===== config.mk =====
export PLATFORM = sky130hd
export DESIGN_NAME = turf_udp_ctrl
export DESIGN_NICKNAME = d
export VERILOG_FILES = /design/src/udp_ctrl_pkg.sv /design/src/udp_stream_if.sv /design/src/turf_udp_ctrl.sv /design/src/udp_reply_builder.sv /design/src/udp_rdwr_engine.sv /design/src/udp_port_switch.sv
export VERILOG_INCLUDE_DIRS = /design/src
export SDC_FILE = /design/constraint.sdc
export NUM_CORES = 1
export LEC_CHECK = 0
export ABC_CLOCK_PERIOD_IN_PS = 5490
export BUFFER_PORTS_ARGS = -buffer_cell sky130_fd_sc_hd__buf_2
export CORE_MARGIN = 5
export CORE_UTILIZATION = 46
export CTS_CLUSTER_DIAMETER = 50
export CTS_CLUSTER_SIZE = 24
export DETAILED_ROUTE_END_ITERATION = 10
export PLACE_DENSITY_LB_ADDON = 0.15
export SLEW_MARGIN = 0
export SYNTH_ARGS = -nofsm -noshare
export SYNTH_HDL_FRONTEND = slang
export SYNTH_SLANG_ARGS = --single-unit

===== constraint.sdc =====
create_clock -name aclk -period 5.49 [get_ports aclk]
set_input_delay 0.2745 -clock aclk [delete_from_list [all_inputs] [get_ports aclk]]
set_output_delay 0.2745 -clock aclk [all_outputs]
set_load 0.05 [all_outputs]

===== src/udp_ctrl_macros.svh =====
`ifndef UDP_CTRL_MACROS_SVH
`define UDP_CTRL_MACROS_SVH

// stream widths
`define UDP_PAYLOAD_W 64
`define UDP_PORT_W 16
`define UDP_IP_W 32

// simple register bus
`define REG_ADR_W 28
`define REG_DAT_W 32

// 'Tr' read port, exact match
`define UDP_PORT_READ 16'd21618
// 'Tw' write ports 21616 through 21623
`define UDP_PORT_WRITE_BASE 16'd21616
`define UDP_PORT_WRITE_MASK 16'd7
// write replies always leave from 'Tw'
`define UDP_PORT_WRITE_REPLY 16'd21623

`define REPLY_FIFO_DEPTH 4

`endif

===== src/udp_ctrl_pkg.sv =====
package udp_ctrl_pkg;

    `include "udp_ctrl_macros.svh"

    // header beat from the network stack, peer side
    typedef struct packed {
        logic [`UDP_IP_W-1:0]   ip;
        logic [`UDP_PORT_W-1:0] port;
        // payload length in qwords
        logic [15:0]            len;
    } udp_hdr_t;

    typedef enum logic {
        OP_READ  = 1'b0,
        OP_WRITE = 1'b1
    } rdwr_op_e;

    // register engine
    typedef enum logic [1:0] {
        ST_IDLE,
        ST_CMD,
        ST_BUS,
        ST_REPLY
    } rdwr_state_e;

    // reply sequencer
    typedef enum logic [1:0] {
        RS_IDLE,
        RS_HDR,
        RS_DATA
    } reply_state_e;

endpackage


===== src/udp_stream_if.sv =====
`timescale 1ns/1ps
`include "udp_ctrl_macros.svh"

// switched request stream, header beat then command qwords
interface udp_stream_if;
    import udp_ctrl_pkg::*;

    logic                      hdr_valid;
    logic                      hdr_ready;
    udp_hdr_t                  hdr;
    rdwr_op_e                  op;
    logic                      data_valid;
    logic                      data_ready;
    logic [`UDP_PAYLOAD_W-1:0] data;
    logic                      last;

    modport src (
        output hdr_valid, hdr, op, data_valid, data, last,
        input  hdr_ready, data_ready
    );

    modport snk (
        input  hdr_valid, hdr, op, data_valid, data, last,
        output hdr_ready, data_ready
    );
endinterface

// one beat per finished command
interface rdwr_reply_if;
    import udp_ctrl_pkg::*;

    logic                      valid;
    logic                      ready;
    logic [`UDP_PAYLOAD_W-1:0] qword;
    logic                      last;
    // repeated on every beat of a reply
    udp_hdr_t                  hdr;
    rdwr_op_e                  op;

    modport src (output valid, qword, last, hdr, op, input ready);

    modport snk (input valid, qword, last, hdr, op, output ready);
endinterface


===== src/turf_udp_ctrl.sv =====
`timescale 1ns/1ps
`include "udp_ctrl_macros.svh"

module turf_udp_ctrl (
    input  logic                        aclk,
    input  logic                        arst_n_i,
    // inbound from the network stack
    input  logic [63:0]                 s_hdr_tdata_i,
    input  logic [`UDP_PORT_W-1:0]      s_hdr_tdest_i,
    input  logic                        s_hdr_tvalid_i,
    output logic                        s_hdr_tready_o,
    input  logic [`UDP_PAYLOAD_W-1:0]   s_data_tdata_i,
    input  logic [`UDP_PAYLOAD_W/8-1:0] s_data_tkeep_i,
    input  logic                        s_data_tlast_i,
    input  logic                        s_data_tvalid_i,
    output logic                        s_data_tready_o,
    // replies back to the stack
    output logic [63:0]                 m_hdr_tdata_o,
    output logic [`UDP_PORT_W-1:0]      m_hdr_tuser_o,
    output logic                        m_hdr_tvalid_o,
    input  logic                        m_hdr_tready_i,
    output logic [`UDP_PAYLOAD_W-1:0]   m_data_tdata_o,
    output logic [`UDP_PAYLOAD_W/8-1:0] m_data_tkeep_o,
    output logic                        m_data_tlast_o,
    output logic                        m_data_tvalid_o,
    input  logic                        m_data_tready_i,
    // register bus
    output logic                        en_o,
    output logic                        wr_o,
    output logic [`REG_ADR_W-1:0]       adr_o,
    output logic [`REG_DAT_W-1:0]       dat_o,
    input  logic [`REG_DAT_W-1:0]       dat_i,
    input  logic                        ack_i
);

    udp_stream_if req_if ();
    rdwr_reply_if rep_if ();

    udp_port_switch u_switch (
        .aclk            (aclk),
        .arst_n_i        (arst_n_i),
        .s_hdr_tdata_i   (s_hdr_tdata_i),
        .s_hdr_tdest_i   (s_hdr_tdest_i),
        .s_hdr_tvalid_i  (s_hdr_tvalid_i),
        .s_hdr_tready_o  (s_hdr_tready_o),
        .s_data_tdata_i  (s_data_tdata_i),
        .s_data_tkeep_i  (s_data_tkeep_i),
        .s_data_tlast_i  (s_data_tlast_i),
        .s_data_tvalid_i (s_data_tvalid_i),
        .s_data_tready_o (s_data_tready_o),
        .req             (req_if.src)
    );

    udp_rdwr_engine u_rdwr (
        .aclk     (aclk),
        .arst_n_i (arst_n_i),
        .req      (req_if.snk),
        .rep      (rep_if.src),
        .en_o     (en_o),
        .wr_o     (wr_o),
        .adr_o    (adr_o),
        .dat_o    (dat_o),
        .dat_i    (dat_i),
        .ack_i    (ack_i)
    );

    udp_reply_builder u_reply (
        .aclk            (aclk),
        .arst_n_i        (arst_n_i),
        .rep             (rep_if.snk),
        .m_hdr_tdata_o   (m_hdr_tdata_o),
        .m_hdr_tuser_o   (m_hdr_tuser_o),
        .m_hdr_tvalid_o  (m_hdr_tvalid_o),
        .m_hdr_tready_i  (m_hdr_tready_i),
        .m_data_tdata_o  (m_data_tdata_o),
        .m_data_tkeep_o  (m_data_tkeep_o),
        .m_data_tlast_o  (m_data_tlast_o),
        .m_data_tvalid_o (m_data_tvalid_o),
        .m_data_tready_i (m_data_tready_i)
    );

endmodule


===== src/udp_reply_builder.sv =====
`timescale 1ns/1ps
`include "udp_ctrl_macros.svh"

module udp_reply_builder (
    input  logic                        aclk,
    input  logic                        arst_n_i,
    rdwr_reply_if.snk                   rep,
    output logic [63:0]                 m_hdr_tdata_o,
    output logic [`UDP_PORT_W-1:0]      m_hdr_tuser_o,
    output logic                        m_hdr_tvalid_o,
    input  logic                        m_hdr_tready_i,
    output logic [`UDP_PAYLOAD_W-1:0]   m_data_tdata_o,
    output logic [`UDP_PAYLOAD_W/8-1:0] m_data_tkeep_o,
    output logic                        m_data_tlast_o,
    output logic                        m_data_tvalid_o,
    input  logic                        m_data_tready_i
);
    import udp_ctrl_pkg::*;

    localparam int DEPTH = `REPLY_FIFO_DEPTH;
    localparam int PTR_W = $clog2(DEPTH);

    logic [`UDP_PAYLOAD_W-1:0] qword_mem [DEPTH];
    logic                      last_mem  [DEPTH];
    udp_hdr_t                  hdr_mem   [DEPTH];
    rdwr_op_e                  op_mem    [DEPTH];
    logic [PTR_W-1:0]          wr_ptr_q;
    logic [PTR_W-1:0]          rd_ptr_q;
    logic [PTR_W:0]            fill_q;
    logic                      push;
    logic                      pop;
    logic                      empty;
    reply_state_e              state_q;

    assign empty     = (fill_q == '0);
    assign rep.ready = (fill_q != (PTR_W+1)'(DEPTH));
    assign push      = rep.valid && rep.ready;
    assign pop       = m_data_tvalid_o && m_data_tready_i;

    always_ff @(posedge aclk) begin
        if (push) begin
            qword_mem[wr_ptr_q] <= rep.qword;
            last_mem[wr_ptr_q]  <= rep.last;
            hdr_mem[wr_ptr_q]   <= rep.hdr;
            op_mem[wr_ptr_q]    <= rep.op;
        end
    end

    always_ff @(posedge aclk or negedge arst_n_i) begin
        if (!arst_n_i) begin
            wr_ptr_q <= '0;
            rd_ptr_q <= '0;
            fill_q   <= '0;
            state_q  <= RS_IDLE;
        end else begin
            if (push) begin
                wr_ptr_q <= (wr_ptr_q == PTR_W'(DEPTH-1)) ? '0 : wr_ptr_q + 1'b1;
            end
            if (pop) begin
                rd_ptr_q <= (rd_ptr_q == PTR_W'(DEPTH-1)) ? '0 : rd_ptr_q + 1'b1;
            end
            case ({push, pop})
                2'b10:   fill_q <= fill_q + 1'b1;
                2'b01:   fill_q <= fill_q - 1'b1;
                default: fill_q <= fill_q;
            endcase
            case (state_q)
                RS_IDLE: if (!empty) state_q <= RS_HDR;
                RS_HDR:  if (m_hdr_tready_i) state_q <= RS_DATA;
                RS_DATA: if (pop && m_data_tlast_o) state_q <= RS_IDLE;
                default: state_q <= RS_IDLE;
            endcase
        end
    end

    // header comes from the head entry, which stays put until payload pops
    assign m_hdr_tvalid_o = (state_q == RS_HDR);
    assign m_hdr_tdata_o  = hdr_mem[rd_ptr_q];
    assign m_hdr_tuser_o  = (op_mem[rd_ptr_q] == OP_READ) ? `UDP_PORT_READ
                                                          : `UDP_PORT_WRITE_REPLY;

    assign m_data_tvalid_o = (state_q == RS_DATA) && !empty;
    assign m_data_tdata_o  = qword_mem[rd_ptr_q];
    assign m_data_tlast_o  = last_mem[rd_ptr_q];
    assign m_data_tkeep_o  = '1;

    a_no_overflow: assert property (@(posedge aclk) disable iff (!arst_n_i)
        fill_q <= (PTR_W+1)'(DEPTH))
        else $error("reply FIFO overflow");

endmodule


===== src/udp_rdwr_engine.sv =====
`timescale 1ns/1ps
`include "udp_ctrl_macros.svh"

module udp_rdwr_engine (
    input  logic                  aclk,
    input  logic                  arst_n_i,
    udp_stream_if.snk             req,
    rdwr_reply_if.src             rep,
    output logic                  en_o,
    output logic                  wr_o,
    output logic [`REG_ADR_W-1:0] adr_o,
    output logic [`REG_DAT_W-1:0] dat_o,
    input  logic [`REG_DAT_W-1:0] dat_i,
    input  logic                  ack_i
);
    import udp_ctrl_pkg::*;

    localparam int PAD_W = `UDP_PAYLOAD_W - `REG_DAT_W - `REG_ADR_W;

    rdwr_state_e               state_q;
    udp_hdr_t                  hdr_q;
    rdwr_op_e                  op_q;
    logic                      last_cmd_q;
    logic [`UDP_PAYLOAD_W-1:0] reply_q;
    logic                      hdr_fire;
    logic                      cmd_fire;
    logic                      bus_done;
    logic [`REG_DAT_W-1:0]     bus_data;

    assign req.hdr_ready  = (state_q == ST_IDLE);
    assign req.data_ready = (state_q == ST_CMD);

    assign hdr_fire = req.hdr_valid && req.hdr_ready;
    assign cmd_fire = req.data_valid && req.data_ready;
    assign bus_done = (state_q == ST_BUS) && ack_i;

    // writes echo the written data and reads return the bus data
    assign bus_data = wr_o ? dat_o : dat_i;

    always_ff @(posedge aclk or negedge arst_n_i) begin
        if (!arst_n_i) begin
            state_q <= ST_IDLE;
            en_o    <= 1'b0;
            wr_o    <= 1'b0;
        end else begin
            case (state_q)
                ST_IDLE: begin
                    if (req.hdr_valid) begin
                        state_q <= ST_CMD;
                    end
                end
                ST_CMD: begin
                    // bus cycle starts on the next edge
                    if (req.data_valid) begin
                        state_q <= ST_BUS;
                        en_o    <= 1'b1;
                        wr_o    <= (op_q == OP_WRITE);
                    end
                end
                ST_BUS: begin
                    if (ack_i) begin
                        state_q <= ST_REPLY;
                        en_o    <= 1'b0;
                        wr_o    <= 1'b0;
                    end
                end
                ST_REPLY: begin
                    // hold here under back-pressure with no new bus cycle
                    if (rep.ready) begin
                        state_q <= last_cmd_q ? ST_IDLE : ST_CMD;
                    end
                end
                default: begin
                    state_q <= ST_IDLE;
                end
            endcase
        end
    end

    always_ff @(posedge aclk) begin
        if (hdr_fire) begin
            hdr_q <= req.hdr;
            op_q  <= req.op;
        end
        if (cmd_fire) begin
            // bits 31:28 of the command are don't care
            adr_o      <= req.data[`REG_ADR_W-1:0];
            dat_o      <= req.data[`UDP_PAYLOAD_W-1 -: `REG_DAT_W];
            last_cmd_q <= req.last;
        end
        if (bus_done) begin
            reply_q <= {bus_data, {PAD_W{1'b0}}, adr_o};
        end
    end

    assign rep.valid = (state_q == ST_REPLY);
    assign rep.qword = reply_q;
    assign rep.last  = last_cmd_q;
    assign rep.hdr   = hdr_q;
    assign rep.op    = op_q;

    a_bus_hold: assert property (@(posedge aclk) disable iff (!arst_n_i)
        en_o && !ack_i |=> en_o && $stable(adr_o) && $stable(wr_o) && $stable(dat_o))
        else $error("register bus changed before ack");

endmodule


===== src/udp_port_switch.sv =====
`timescale 1ns/1ps
`include "udp_ctrl_macros.svh"

module udp_port_switch (
    input  logic                        aclk,
    input  logic                        arst_n_i,
    input  logic [63:0]                 s_hdr_tdata_i,
    input  logic [`UDP_PORT_W-1:0]      s_hdr_tdest_i,
    input  logic                        s_hdr_tvalid_i,
    output logic                        s_hdr_tready_o,
    input  logic [`UDP_PAYLOAD_W-1:0]   s_data_tdata_i,
    input  logic [`UDP_PAYLOAD_W/8-1:0] s_data_tkeep_i,
    input  logic                        s_data_tlast_i,
    input  logic                        s_data_tvalid_i,
    output logic                        s_data_tready_o,
    udp_stream_if.src                   req
);
    import udp_ctrl_pkg::*;

    logic                      rdy_en_q;
    logic                      pkt_active_q;
    logic                      pkt_drop_q;
    logic                      hdr_valid_q;
    logic                      data_valid_q;
    udp_hdr_t                  hdr_q;
    rdwr_op_e                  op_q;
    logic [`UDP_PAYLOAD_W-1:0] data_q;
    logic                      last_q;
    logic                      is_read;
    logic                      is_write;
    logic                      hdr_fire;
    logic                      data_fire;

    // read port wins, it also sits inside the write range
    assign is_read  = (s_hdr_tdest_i == `UDP_PORT_READ);
    assign is_write = ((s_hdr_tdest_i & ~`UDP_PORT_WRITE_MASK) ==
                       (`UDP_PORT_WRITE_BASE & ~`UDP_PORT_WRITE_MASK));

    // new header only between packets
    assign s_hdr_tready_o  = rdy_en_q && !pkt_active_q && (!hdr_valid_q || req.hdr_ready);
    // dropped packets drain freely
    assign s_data_tready_o = pkt_active_q && (pkt_drop_q || !data_valid_q || req.data_ready);

    assign hdr_fire  = s_hdr_tvalid_i && s_hdr_tready_o;
    assign data_fire = s_data_tvalid_i && s_data_tready_o;

    always_ff @(posedge aclk or negedge arst_n_i) begin
        if (!arst_n_i) begin
            rdy_en_q     <= 1'b0;
            pkt_active_q <= 1'b0;
            pkt_drop_q   <= 1'b0;
            hdr_valid_q  <= 1'b0;
            data_valid_q <= 1'b0;
        end else begin
            rdy_en_q <= 1'b1;
            if (hdr_fire) begin
                pkt_active_q <= 1'b1;
                pkt_drop_q   <= !(is_read || is_write);
            end else if (data_fire && s_data_tlast_i) begin
                pkt_active_q <= 1'b0;
            end
            if (hdr_fire && (is_read || is_write)) begin
                hdr_valid_q <= 1'b1;
            end else if (req.hdr_ready) begin
                hdr_valid_q <= 1'b0;
            end
            if (data_fire && !pkt_drop_q) begin
                data_valid_q <= 1'b1;
            end else if (req.data_ready) begin
                data_valid_q <= 1'b0;
            end
        end
    end

    always_ff @(posedge aclk) begin
        if (hdr_fire) begin
            hdr_q <= s_hdr_tdata_i;
            op_q  <= is_read ? OP_READ : OP_WRITE;
        end
        if (data_fire && !pkt_drop_q) begin
            data_q <= s_data_tdata_i;
            last_q <= s_data_tlast_i;
        end
    end

    assign req.hdr_valid  = hdr_valid_q;
    assign req.hdr        = hdr_q;
    assign req.op         = op_q;
    assign req.data_valid = data_valid_q;
    assign req.data       = data_q;
    assign req.last       = last_q;

    a_hdr_hold: assert property (@(posedge aclk) disable iff (!arst_n_i)
        hdr_valid_q && !req.hdr_ready |=> hdr_valid_q && $stable(hdr_q) && $stable(op_q))
        else $error("switch header changed while stalled");

    a_data_hold: assert property (@(posedge aclk) disable iff (!arst_n_i)
        data_valid_q && !req.data_ready |=> data_valid_q && $stable(data_q) && $stable(last_q))
        else $error("switch data changed while stalled");

    // commands are whole qwords
    a_full_keep: assert property (@(posedge aclk) disable iff (!arst_n_i)
        data_fire && !pkt_drop_q |-> &s_data_tkeep_i)
        else $error("partial qword on a command port");

endmodule


==> results of run 1 <==
==> worst paths after layout <==
path	from	endpoint	slack, ns	cells after the start
worst max register to register	u_rdwr.state_q[0]	u_reply.qword_mem[0][41]	2.49	5
worst min-delay path	dat_i[1]	u_rdwr.rep.qword[33]	0.06	2
max in group asynchronous	arst_n_i	u_reply.rd_ptr_q[0]	4.95	2
worst max-delay path	u_reply.rd_ptr_q[0]	m_hdr_tuser_o[2]	2.28	3
min in group asynchronous	arst_n_i	u_switch.rdy_en_q	0.16	2
worst min register to register	u_switch.req.hdr[35]	u_rdwr.rep.hdr[35]	0.41	0
==> what timing repair did <==
item / CTS / global route
gates resized for setup: 0 / 0
hold endpoints to repair: 176 / 0
endpoints found under the setup margin: 0 / 0
hold buffers: 159 / 0
==> layout by cell type, fill, tap and decap left out, types with 2 or more instances in the layout <==
master and n:
buf_2 372, and2_4 7, and3b_1 2, clkbuf_1 5, conb_1 27, mux2_2 35, xor2_1 2, dlygate4sd3_1 159
a21oi_1 3, nor2b_1 6, edfxtp_1 816, clkinv_1 4, inv_1 13, inv_6 14, dfrtp_4 2, nand2_1 8
o21ai_0 11, nand2b_1 2, diode_2 5, mux4_2 126, clkinv_2 7, buf_4 10, buf_12 6, inv_16 2
bufinv_16 3, clkinv_8 18, clkbuf_16 78, nor2_1 5, clkinv_4 3, dfrtp_1 15, inv_8 5, ha_1 10
clkinvlp_4 3
==> cells by family (layout without fill, tap and decap cells) <==
family,count (synthesis),in the layout,share of synthesized area [%]
other,2,32,0.02577
xor gates and xnor gates,3,3,0.09019
AOI/OAI and AO/OA,19,19,0.3951
muxes,162,162,11.13
and+or+nand+nor,40,40,0.8588
buffers and inverters,74,703,1.365
DFF,834,834,85.64
adders and majority gates,11,11,0.4981
==> final cells by class <==
cell class | count | area (um^2) | share of cell area (%)
Timing Repair Buffer | 547 | 3649 | 10.04
Tap cell | 846 | 1059 | 2.914
Clock buffer | 83 | 1971 | 5.425
Antenna cell | 5 | 12.51 | 0.03444
Multi-Input combinational cell | 262 | 3909 | 10.76
Clock inverter | 59 | 711.9 | 1.960
Sequential cell | 834 | 24960 | 68.72
Inverter | 14 | 53.80 | 0.1481
==> layer usage <==
layer	vias to the layer above	routed length [um]
met5	-	34
met4	4	1406
met3	91	4067
met2	353	30230
met1	6909	23780
li1	5927	-
==> power by group through the flow <==
stage | logic [mW] | registers [mW] | clock network [mW]
finish | 5.16 | 8.12 | 5.49
global route | 5.44 | 8.20 | 5.92
CTS | 5.29 | 8.14 | 5.67
detailed placement | 5.18 | 8.28 | 0
global placement | 5.18 | 8.24 | 0
floorplan | 4.11 | 8.09 | 0
==> worst register-to-register path, cell delays in order (launching register included) <==
cell,delay [ns]
dfrtp_1,0.40
ha_1,0.21
inv_1,0.06
a31oi_1,0.49
and2_4,0.96
buf_4,0.53
==> registers in the layout (all words and copies together), names as in the netlist, 28 cells and up <==
signal / count
u_rdwr.rep.qword: 60
u_reply.hdr_mem: 256
u_rdwr.dat_o: 32
u_switch.req.hdr: 64
u_rdwr.rep.hdr: 64
u_reply.qword_mem: 240
u_switch.req.data: 60
u_rdwr.adr_o: 28
==> per-stage QoR <==
step	worst slack (ns)	cells	hold slack [ns]	power, mW	area [um^2]
6_report	2.278	2650	0.05638	18.76	36330
5_1_grt	2.023	2647	0.008194	19.56	36320
4_1_cts	2.106	2645	0.005153	19.09	36310
3_5_place_dp	2.374	2344	0.2534	13.46	32040
3_3_place_gp	2.427	2344	0.2319	13.42	32040
2_1_floorplan	1.089	1170	-0.02109	12.20	29240
==> flow_summary.ini, run 1 <==
[timing]
finalHoldViolations = 0
max_freq_ghz = 0.3113
post-route-period-util_pct = 58.51
worst-slew-pin-transition_ns = 1.061
slew_headroom_pct = 29.29
tns_ns = 0
rsz0062_at_grt = no
setup_viol = 0
finalMaxSlewViolations = 0
min_period_ns = 3.212
skew_ns = 0.03173

[floorplanning]
design.core.area_mm2 = 0.06297
start_util_pct = 46.28
fp.dieW_um = 261.7
placementRows = 92
die_area_mm2 = 0.06848
die_h_um = 261.7
io-pin-count = 411

[grt]
met2_usage_pct = 28.84
grt_max_degree = 85
antenna_found_initial = 6
globalRouteMet1Util_pct = 22.34
grt_pass1_vias = 14300
grt_util_met3_pct = 4.967
track_usage_pct = 17.21
grt_pass1_wl_mm = 87.63
busiest_layer = met2
overflow = 0

[worst_setup_path]
cp_cell_sequence = buf_12, mux4_2, buf_2
path_max_fanout = 50
crit_path_end_kind = output port
cp-start-kind = flip-flop
critPathTopFamily = flip-flops
required_ns = 5.22
critical_path_buf_inv_count = 2
cp.arrival_ns = 2.94
max_stage_delay_ns = 0.97
critical_path_class = flip-flop to output port
crit_slowest_cell = dfrtp_4

[route]
ant_nets = 0
first_pass_iters = 4
drtIter0Drc = 831
vias_per_cell = 5.013
post_drt_wl_per_cell_um = 22.46
vias = 13280
wl_mm = 59.52
drc = 0

[run_status]
status = finished clean

[synthesis]
synth_edf_count = 816
synthDistinctLibCells = 38
yosysTopAreaCell = edfxtp_1
synth_top_area_share_pct = 84.09
syn_area_mm2 = 0.02914
synth.most_common_cell = edfxtp_1
ys_top_cells_by_area = edfxtp_1 (84%), mux4_2 (9.7%), dfrtp_1 (1.5%)
synthTopCellsByCount = edfxtp_1 (816), mux4_2 (126), mux2_2 (35), buf_4 (27), dfrtp_1 (18)
ys_seq_area_share_pct = 85.64
yosysWarningCount = 0
syn_inst = 1145
synth.ff_latch_count = 834
async_flop_share_pct = 2.158
syn_avg_cell_area_um2 = 25.45
synthFlopType = edfxtp_1

[clocking]
cts_tree = built
clk_pin_slew_worst_paths_ns = 0.06
clk_path_buf_depth = 3
postCtsSetupBuffers = 0
cts_root_buf = clkbuf_16
clock_sinks = 834
htree_levels = 3
numCtsBuffers = 77
clk_latency_ns = 0.62

[placed_design]
routabilityCongestion = 0.7434
numPortBuffers = 372
dp_hpwl_mm = 33.98

[power]
p_clk_share_pct = 29.3
power.switching_mw = 6.521
ir_drop_v = 0.0003232
leakagePower_nw = 12.41
intPower_mw = 12.24
pwr-share-seq_pct = 43.3
combPwrFrac_pct = 27.5
powerDensity_mw_per_mm2 = 516.5
netSwitchingFraction_pct = 34.75

[cells_and_area]
layout.nets = 1939
area_growth_pct = 24.67
finish.utilization_pct = 57.69
fillers = 4683
final_layout_size_suffix_gt1_share_pct = 38.74

[flow_run]
maxCapViolations = 0

[hold_path]
hold_class = input port to flip-flop
(Power assumes the default switching activity.)
==> inputs of run 2 (changes only) <==
--- a/config.mk
+++ b/config.mk
@@ -6,7 +6,8 @@
 export SDC_FILE = /design/constraint.sdc
 export NUM_CORES = 1
 export LEC_CHECK = 0
-export ABC_CLOCK_PERIOD_IN_PS = 5490
+export ABC_AREA = 1
+export ABC_CLOCK_PERIOD_IN_PS = 3300
 export BUFFER_PORTS_ARGS = -buffer_cell sky130_fd_sc_hd__buf_2
 export CORE_MARGIN = 5
 export CORE_UTILIZATION = 46
==> constraint.sdc (replaced) <==
create_clock -name aclk -period 3.3 [get_ports aclk]
set_input_delay 0.165 -clock aclk [delete_from_list [all_inputs] [get_ports aclk]]
set_output_delay 0.165 -clock aclk [all_outputs]
set_load 0.05 [all_outputs]
==> flow_summary.ini, run 2 <==
[worst_setup_path]
cp.arrival_ns = 3.55
critical_path_buf_inv_count = 7
critical_path_class = input port to flip-flop
crit_slowest_cell = dlygate4sd3_1
crit_path_end_kind = flip-flop
cp-start-kind = input port
critical_path_cell_count = 12
cp_common_cell = dlygate4sd3_1
critPathTopFamily = buffers and inverters
cp_cell_sequence = dlygate4sd3_1, buf_2, nor2_1, dlygate4sd3_1, nand2_1, dlygate4sd3_1, nor2_1, dlygate4sd3_1, nand3_1, dlygate4sd3_1, nand2_1, inv_1
reg2reg_depth = 9
max_stage_delay_ns = 0.61
path_max_fanout = 2
required_ns = 3.80

[cells_and_area]
finish.utilization_pct = 57.68
reg_top3 = u_reply.hdr_mem: 256 flops, u_reply.qword_mem: 240 flops
layout_commonest_cell = edfxtp_1
fin_area_mm2 = 0.03698
area_growth_pct = 24.65
top_register = u_reply.hdr_mem
largest_reg_flops = 256
final_layout_size_suffix_gt1_share_pct = 22.39
final_cell_mix = edfxtp_1 (816), buf_2 (370), nor2_1 (264)
layout.nets = 2580

[floorplanning]
fp.dieW_um = 264.0
io-pin-count = 411
start_util_pct = 46.27
die_area_mm2 = 0.06967
die_h_um = 264.0
design.core.area_mm2 = 0.06412
placementRows = 93

[route]
wl_mm = 69.43
drc = 0
first_pass_iters = 6
ant_nets = 0
drtIter0Drc = 1179
vias = 16850
vias_per_cell = 5.112
post_drt_wl_per_cell_um = 21.06

[timing]
tns_ns = 0
post-route-period-util_pct = 92.47
max_freq_ghz = 0.3277
skew_ns = 0.03019
slew_headroom_pct = 41.76
setup_viol = 0
rsz0062_at_grt = no
finalMaxSlewViolations = 0
finalHoldViolations = 0
worst-slew-pin-transition_ns = 0.8736
min_period_ns = 3.052
timing.hold.ws_ns = 0.03946

[grt]
grt_max_degree = 117
grt_pass1_wl_mm = 104.1
antenna_found_initial = 8
track_usage_pct = 19.52
overflow = 0
grt_pass1_vias = 17260

[power]
powerDensity_mw_per_mm2 = 882.1
power.total_mw = 32.62
ir_drop_v = 0.0005157
leakagePower_nw = 13.07

[synthesis]
yosysTopAreaCell = edfxtp_1
yosysWarningCount = 0
syn_avg_cell_area_um2 = 16.31
synthTopCellsByCount = edfxtp_1 (816), nor2_1 (269), o21ai_0 (204), nand2_1 (135), o22ai_1 (125)
synth_edf_count = 816
async_flop_share_pct = 2.158
synth_top_area_share_pct = 82.59
ys_seq_area_share_pct = 84.11
syn_area_mm2 = 0.02967
synth.most_common_cell = edfxtp_1
synthFlopType = edfxtp_1
syn_inst = 1819
ys_top_cells_by_area = edfxtp_1 (83%), o21ai_0 (3.4%), nor2_1 (3.4%)
synthDistinctLibCells = 24
synth.ff_latch_count = 834

[clocking]
cts_root_buf = clkbuf_16
htree_levels = 3
clock_sinks = 834
cts_tree = built
cts-resized-gates = 0
numCtsBuffers = 75
postCtsSetupBuffers = 0
hold_buffers = 170
clk_pin_slew_worst_paths_ns = 0.07
clk_latency_ns = 0.62
clk_path_buf_depth = 3

[placed_design]
numPortBuffers = 372
place_area_mm2 = 0.03260
dp_hpwl_mm = 38.78
routabilityCongestion = 0.7567

[run_status]
status = finished clean

[hold_path]
hold_class = input port to async pin

[flow_run]
maxCapViolations = 0
run 2: where the power goes:
| group | internal [mW] | switching, mW | total, mW |
|---|---|---|---|
| logic | 2.28 | 8.00 | 10.3 |
| clock network | 5.10 | 4.10 | 9.20 |
| registers | 12.7 | 0.415 | 13.1 |
run 2: worst reg2reg max path: stages (launching register included):
cell	delay, ns
dfrtp_4	0.66
inv_8	0.40
buf_12	0.35
nand2_1	0.15
nand3_1	0.11
nand2_1	0.14
nand2_1	0.10
nand2_1	0.05
nand2_1	0.06
dlygate4sd3_1	0.55
run 2: kinds of logic (layout without fill, tap and decap cells):
logic type | count (synthesis) | after routing | share of synthesized area, %
other | 2 | 29 | 0.02531
buffers and inverters | 160 | 755 | 2.796
adders and majority gates | 11 | 11 | 0.4892
and+or+nand+nor | 420 | 420 | 5.415
AOI/OAI and AO/OA | 390 | 390 | 7.106
xor gates and xnor gates | 2 | 2 | 0.05905
DFF | 834 | 834 | 84.11
run 2: routing by layer:
layer  GRT usage [%]  vias up  wire length (um)  part of all wire [%]
met1           24.79     8482             28150                    41
met2           34.26      402             35890                    52
met5               0        -                57                 0.082
met4           4.853        8              1276                   1.8
li1                -     7871                 -                     -
met3           4.564       87              4047                   5.8
run 2: final timing paths:
| path | startpoint | slack (ns) | to |
|---|---|---|---|
| max | s_hdr_tdest_i[7] | 0.25 | u_switch.pkt_drop_q |
| min | arst_n_i | 0.04 | u_reply.fill_q[1] |
| max reg2reg | u_reply.rd_ptr_q[0] | 0.66 | u_reply.state_q[1] |
| min reg2reg | u_switch.req.op | 0.41 | u_rdwr.rep.op |
| max in group asynchronous | arst_n_i | 2.92 | u_reply.rd_ptr_q[0] |
| min in group aclk | ack_i | 0.09 | u_rdwr.wr_o |
run 2: per-stage QoR:
| stage | instances | worst slack [ns] |
|---|---|---|
| 3_5_place_dp | 2985 | 0.9495 |
| 6_report | 3296 | 0.2484 |
| 3_3_place_gp | 2985 | 0.9774 |
| 2_1_floorplan | 1844 | -1.236 |
| 5_1_grt | 3295 | 0.1511 |
| 4_1_cts | 3294 | 0.2761 |
run 2: final cells by class:
class | count | area [um^2]
Timing Repair Buffer | 572 | 4069
Antenna cell | 2 | 5.005
Clock inverter | 56 | 730.7
Tap cell | 855 | 1070
Multi-Input combinational cell | 850 | 4016
Inverter | 44 | 178.9
Fill cell | 4918 | 27130
Clock buffer | 83 | 1949
Sequential cell | 834 | 24960
==> inputs of run 3 (changes only) <==
--- a/config.mk
+++ b/config.mk
@@ -15,6 +15,7 @@
 export CTS_CLUSTER_SIZE = 24
 export DETAILED_ROUTE_END_ITERATION = 10
 export PLACE_DENSITY_LB_ADDON = 0.15
+export RECOVER_POWER = 25
 export SLEW_MARGIN = 0
 export SYNTH_ARGS = -nofsm -noshare
 export SYNTH_HDL_FRONTEND = slang
==> flow_summary.ini, run 3 (same netlist as run 2, synthesis figures left out) <==
[power]
ir_drop_v = 0.0005168
leakagePower_nw = 12.99
power.total_mw = 32.63
powerDensity_mw_per_mm2 = 883.0

[timing]
max_freq_ghz = 0.3278
finalHoldViolations = 0
post-route-period-util_pct = 92.45
worst-slew-pin-transition_ns = 1.055
slew_headroom_pct = 29.65
setup_viol = 0
finalMaxSlewViolations = 0
final.setup.worst_slack_ns = 0.2490
min_period_ns = 3.051
rsz0062_at_grt = no
skew_ns = 0.02996
tns_ns = 0

[clocking]
cts_root_buf = clkbuf_16
postCtsSetupBuffers = 0
clk_latency_ns = 0.62
numCtsBuffers = 75
clk_path_buf_depth = 3
cts_tree = built
cts-resized-gates = 0
clk_pin_slew_worst_paths_ns = 0.07
clock_sinks = 834
htree_levels = 3

[route]
drc = 0
vias = 16840
first_pass_iters = 5
post_drt_wl_per_cell_um = 21.09
wl_mm = 69.53
ant_nets = 0
drtIter0Drc = 1172
vias_per_cell = 5.110

[hold_path]
min-delay-start = ack_i
hold_class = input port to flip-flop

[worst_setup_path]
cp-start-kind = input port
crit_path_end_kind = flip-flop
critical_path_class = input port to flip-flop
path_max_fanout = 2
cp.arrival_ns = 3.55
required_ns = 3.80
crit_path_start = s_hdr_tdest_i[7]
rr_startpoint = u_reply.rd_ptr_q[0]

[cells_and_area]
top_register = u_reply.hdr_mem
layout_commonest_cell = edfxtp_1
regArea_mm2 = 0.02496
fillers = 4938
final_cells = 3296
area_growth_pct = 24.54
layout.nets = 2580
reg_top3 = u_reply.hdr_mem: 256 flops, u_reply.qword_mem: 240 flops
final_cell_mix = edfxtp_1 (816), buf_2 (344), nor2_1 (264)
final_layout_size_suffix_gt1_share_pct = 21.32
multi_input_area_mm2 = 0.004016
largest_reg_flops = 256

[grt]
antenna_found_initial = 8
grt_pass1_wl_mm = 104.1
grt_max_degree = 117
track_usage_pct = 19.52
overflow = 0
grt_pass1_vias = 17260

[floorplanning]
fp.dieW_um = 264.0
io-pin-count = 411
design.core.area_mm2 = 0.06412
die_h_um = 264.0
die_area_mm2 = 0.06967
start_util_pct = 46.27
placementRows = 93

[run_status]
status = finished clean

[placed_design]
dp_hpwl_mm = 38.78
dp_cells = 2985
routabilityCongestion = 0.7567
dp_slack_ns = 0.9495
numPortBuffers = 372

[flow_run]
maxCapViolations = 0
## run 3: path summary, 6_finish.rpt
path | to | slack [ns] | depth (start not counted)
max | u_switch.pkt_drop_q | 0.25 | 12
min reg2reg | u_rdwr.rep.op | 0.41 | 0
min in group asynchronous | u_reply.fill_q[1] | 0.27 | 2
min | u_rdwr.wr_o | 0.09 | 4
max in group asynchronous | u_reply.rd_ptr_q[0] | 2.27 | 2
max reg2reg | u_reply.state_q[1] | 0.65 | 9
## run 3: where the power goes
group	switching [mW]	internal (mW)	leakage (nW)	total [mW]
Clock	4.11	5.11	1.29	9.21
Combinational	8.00	2.27	4.11	10.3
Sequential	0.416	12.7	7.59	13.1
Total	12.5	20.1	13.0	32.6
## run 3: stage by stage
stage          hold WS, ns  instance area (um^2)  util, %
2_1_floorplan      -0.1306                 29770        -
3_3_place_gp        0.1309                 32600    50.84
3_5_place_dp        0.1360                 32600    50.84
4_1_cts            0.02053                 36980    57.67
5_1_grt            0.08496                 36950    57.63
6_report           0.09078                 36950    57.63
## run 3: final cells by class
class | count | area share, %
repair buffers | 572 | 10.92
multi-input cells | 850 | 10.87
clock inverters | 56 | 1.978
inverters | 44 | 0.4842
well taps | 855 | 2.895
clock buffers | 83 | 5.276
diodes | 2 | 0.01355
flip-flops and latches | 834 | 67.56
## run 3: repair_timing
| item | in CTS | in global routing |
|---|---|---|
| hold buffers | 170 | 0 |
| endpoints found under the hold margin | 184 | 0 |
| endpoints found under the setup margin | 0 | 0 |
## run 3: critical path: stages
cell and delay (ns):
dlygate4sd3_1 0.53, buf_2 0.12, nor2_1 0.08, dlygate4sd3_1 0.54
nand2_1 0.04, dlygate4sd3_1 0.56, nor2_1 0.14, dlygate4sd3_1 0.57
nand3_1 0.08, dlygate4sd3_1 0.61, nand2_1 0.06, inv_1 0.03
## run 3: per-layer routing
layer  share of wire, %  vias to the layer above  wire length (um)  track usage (%)
li1                   -                     7869                 -                -
met1                 41                     8477             28360            24.79
met2                 52                      403             35860            34.26
met3                5.7                       87              3980            4.564
met4                1.8                        8              1276            4.853
met5              0.082                        -                57                0
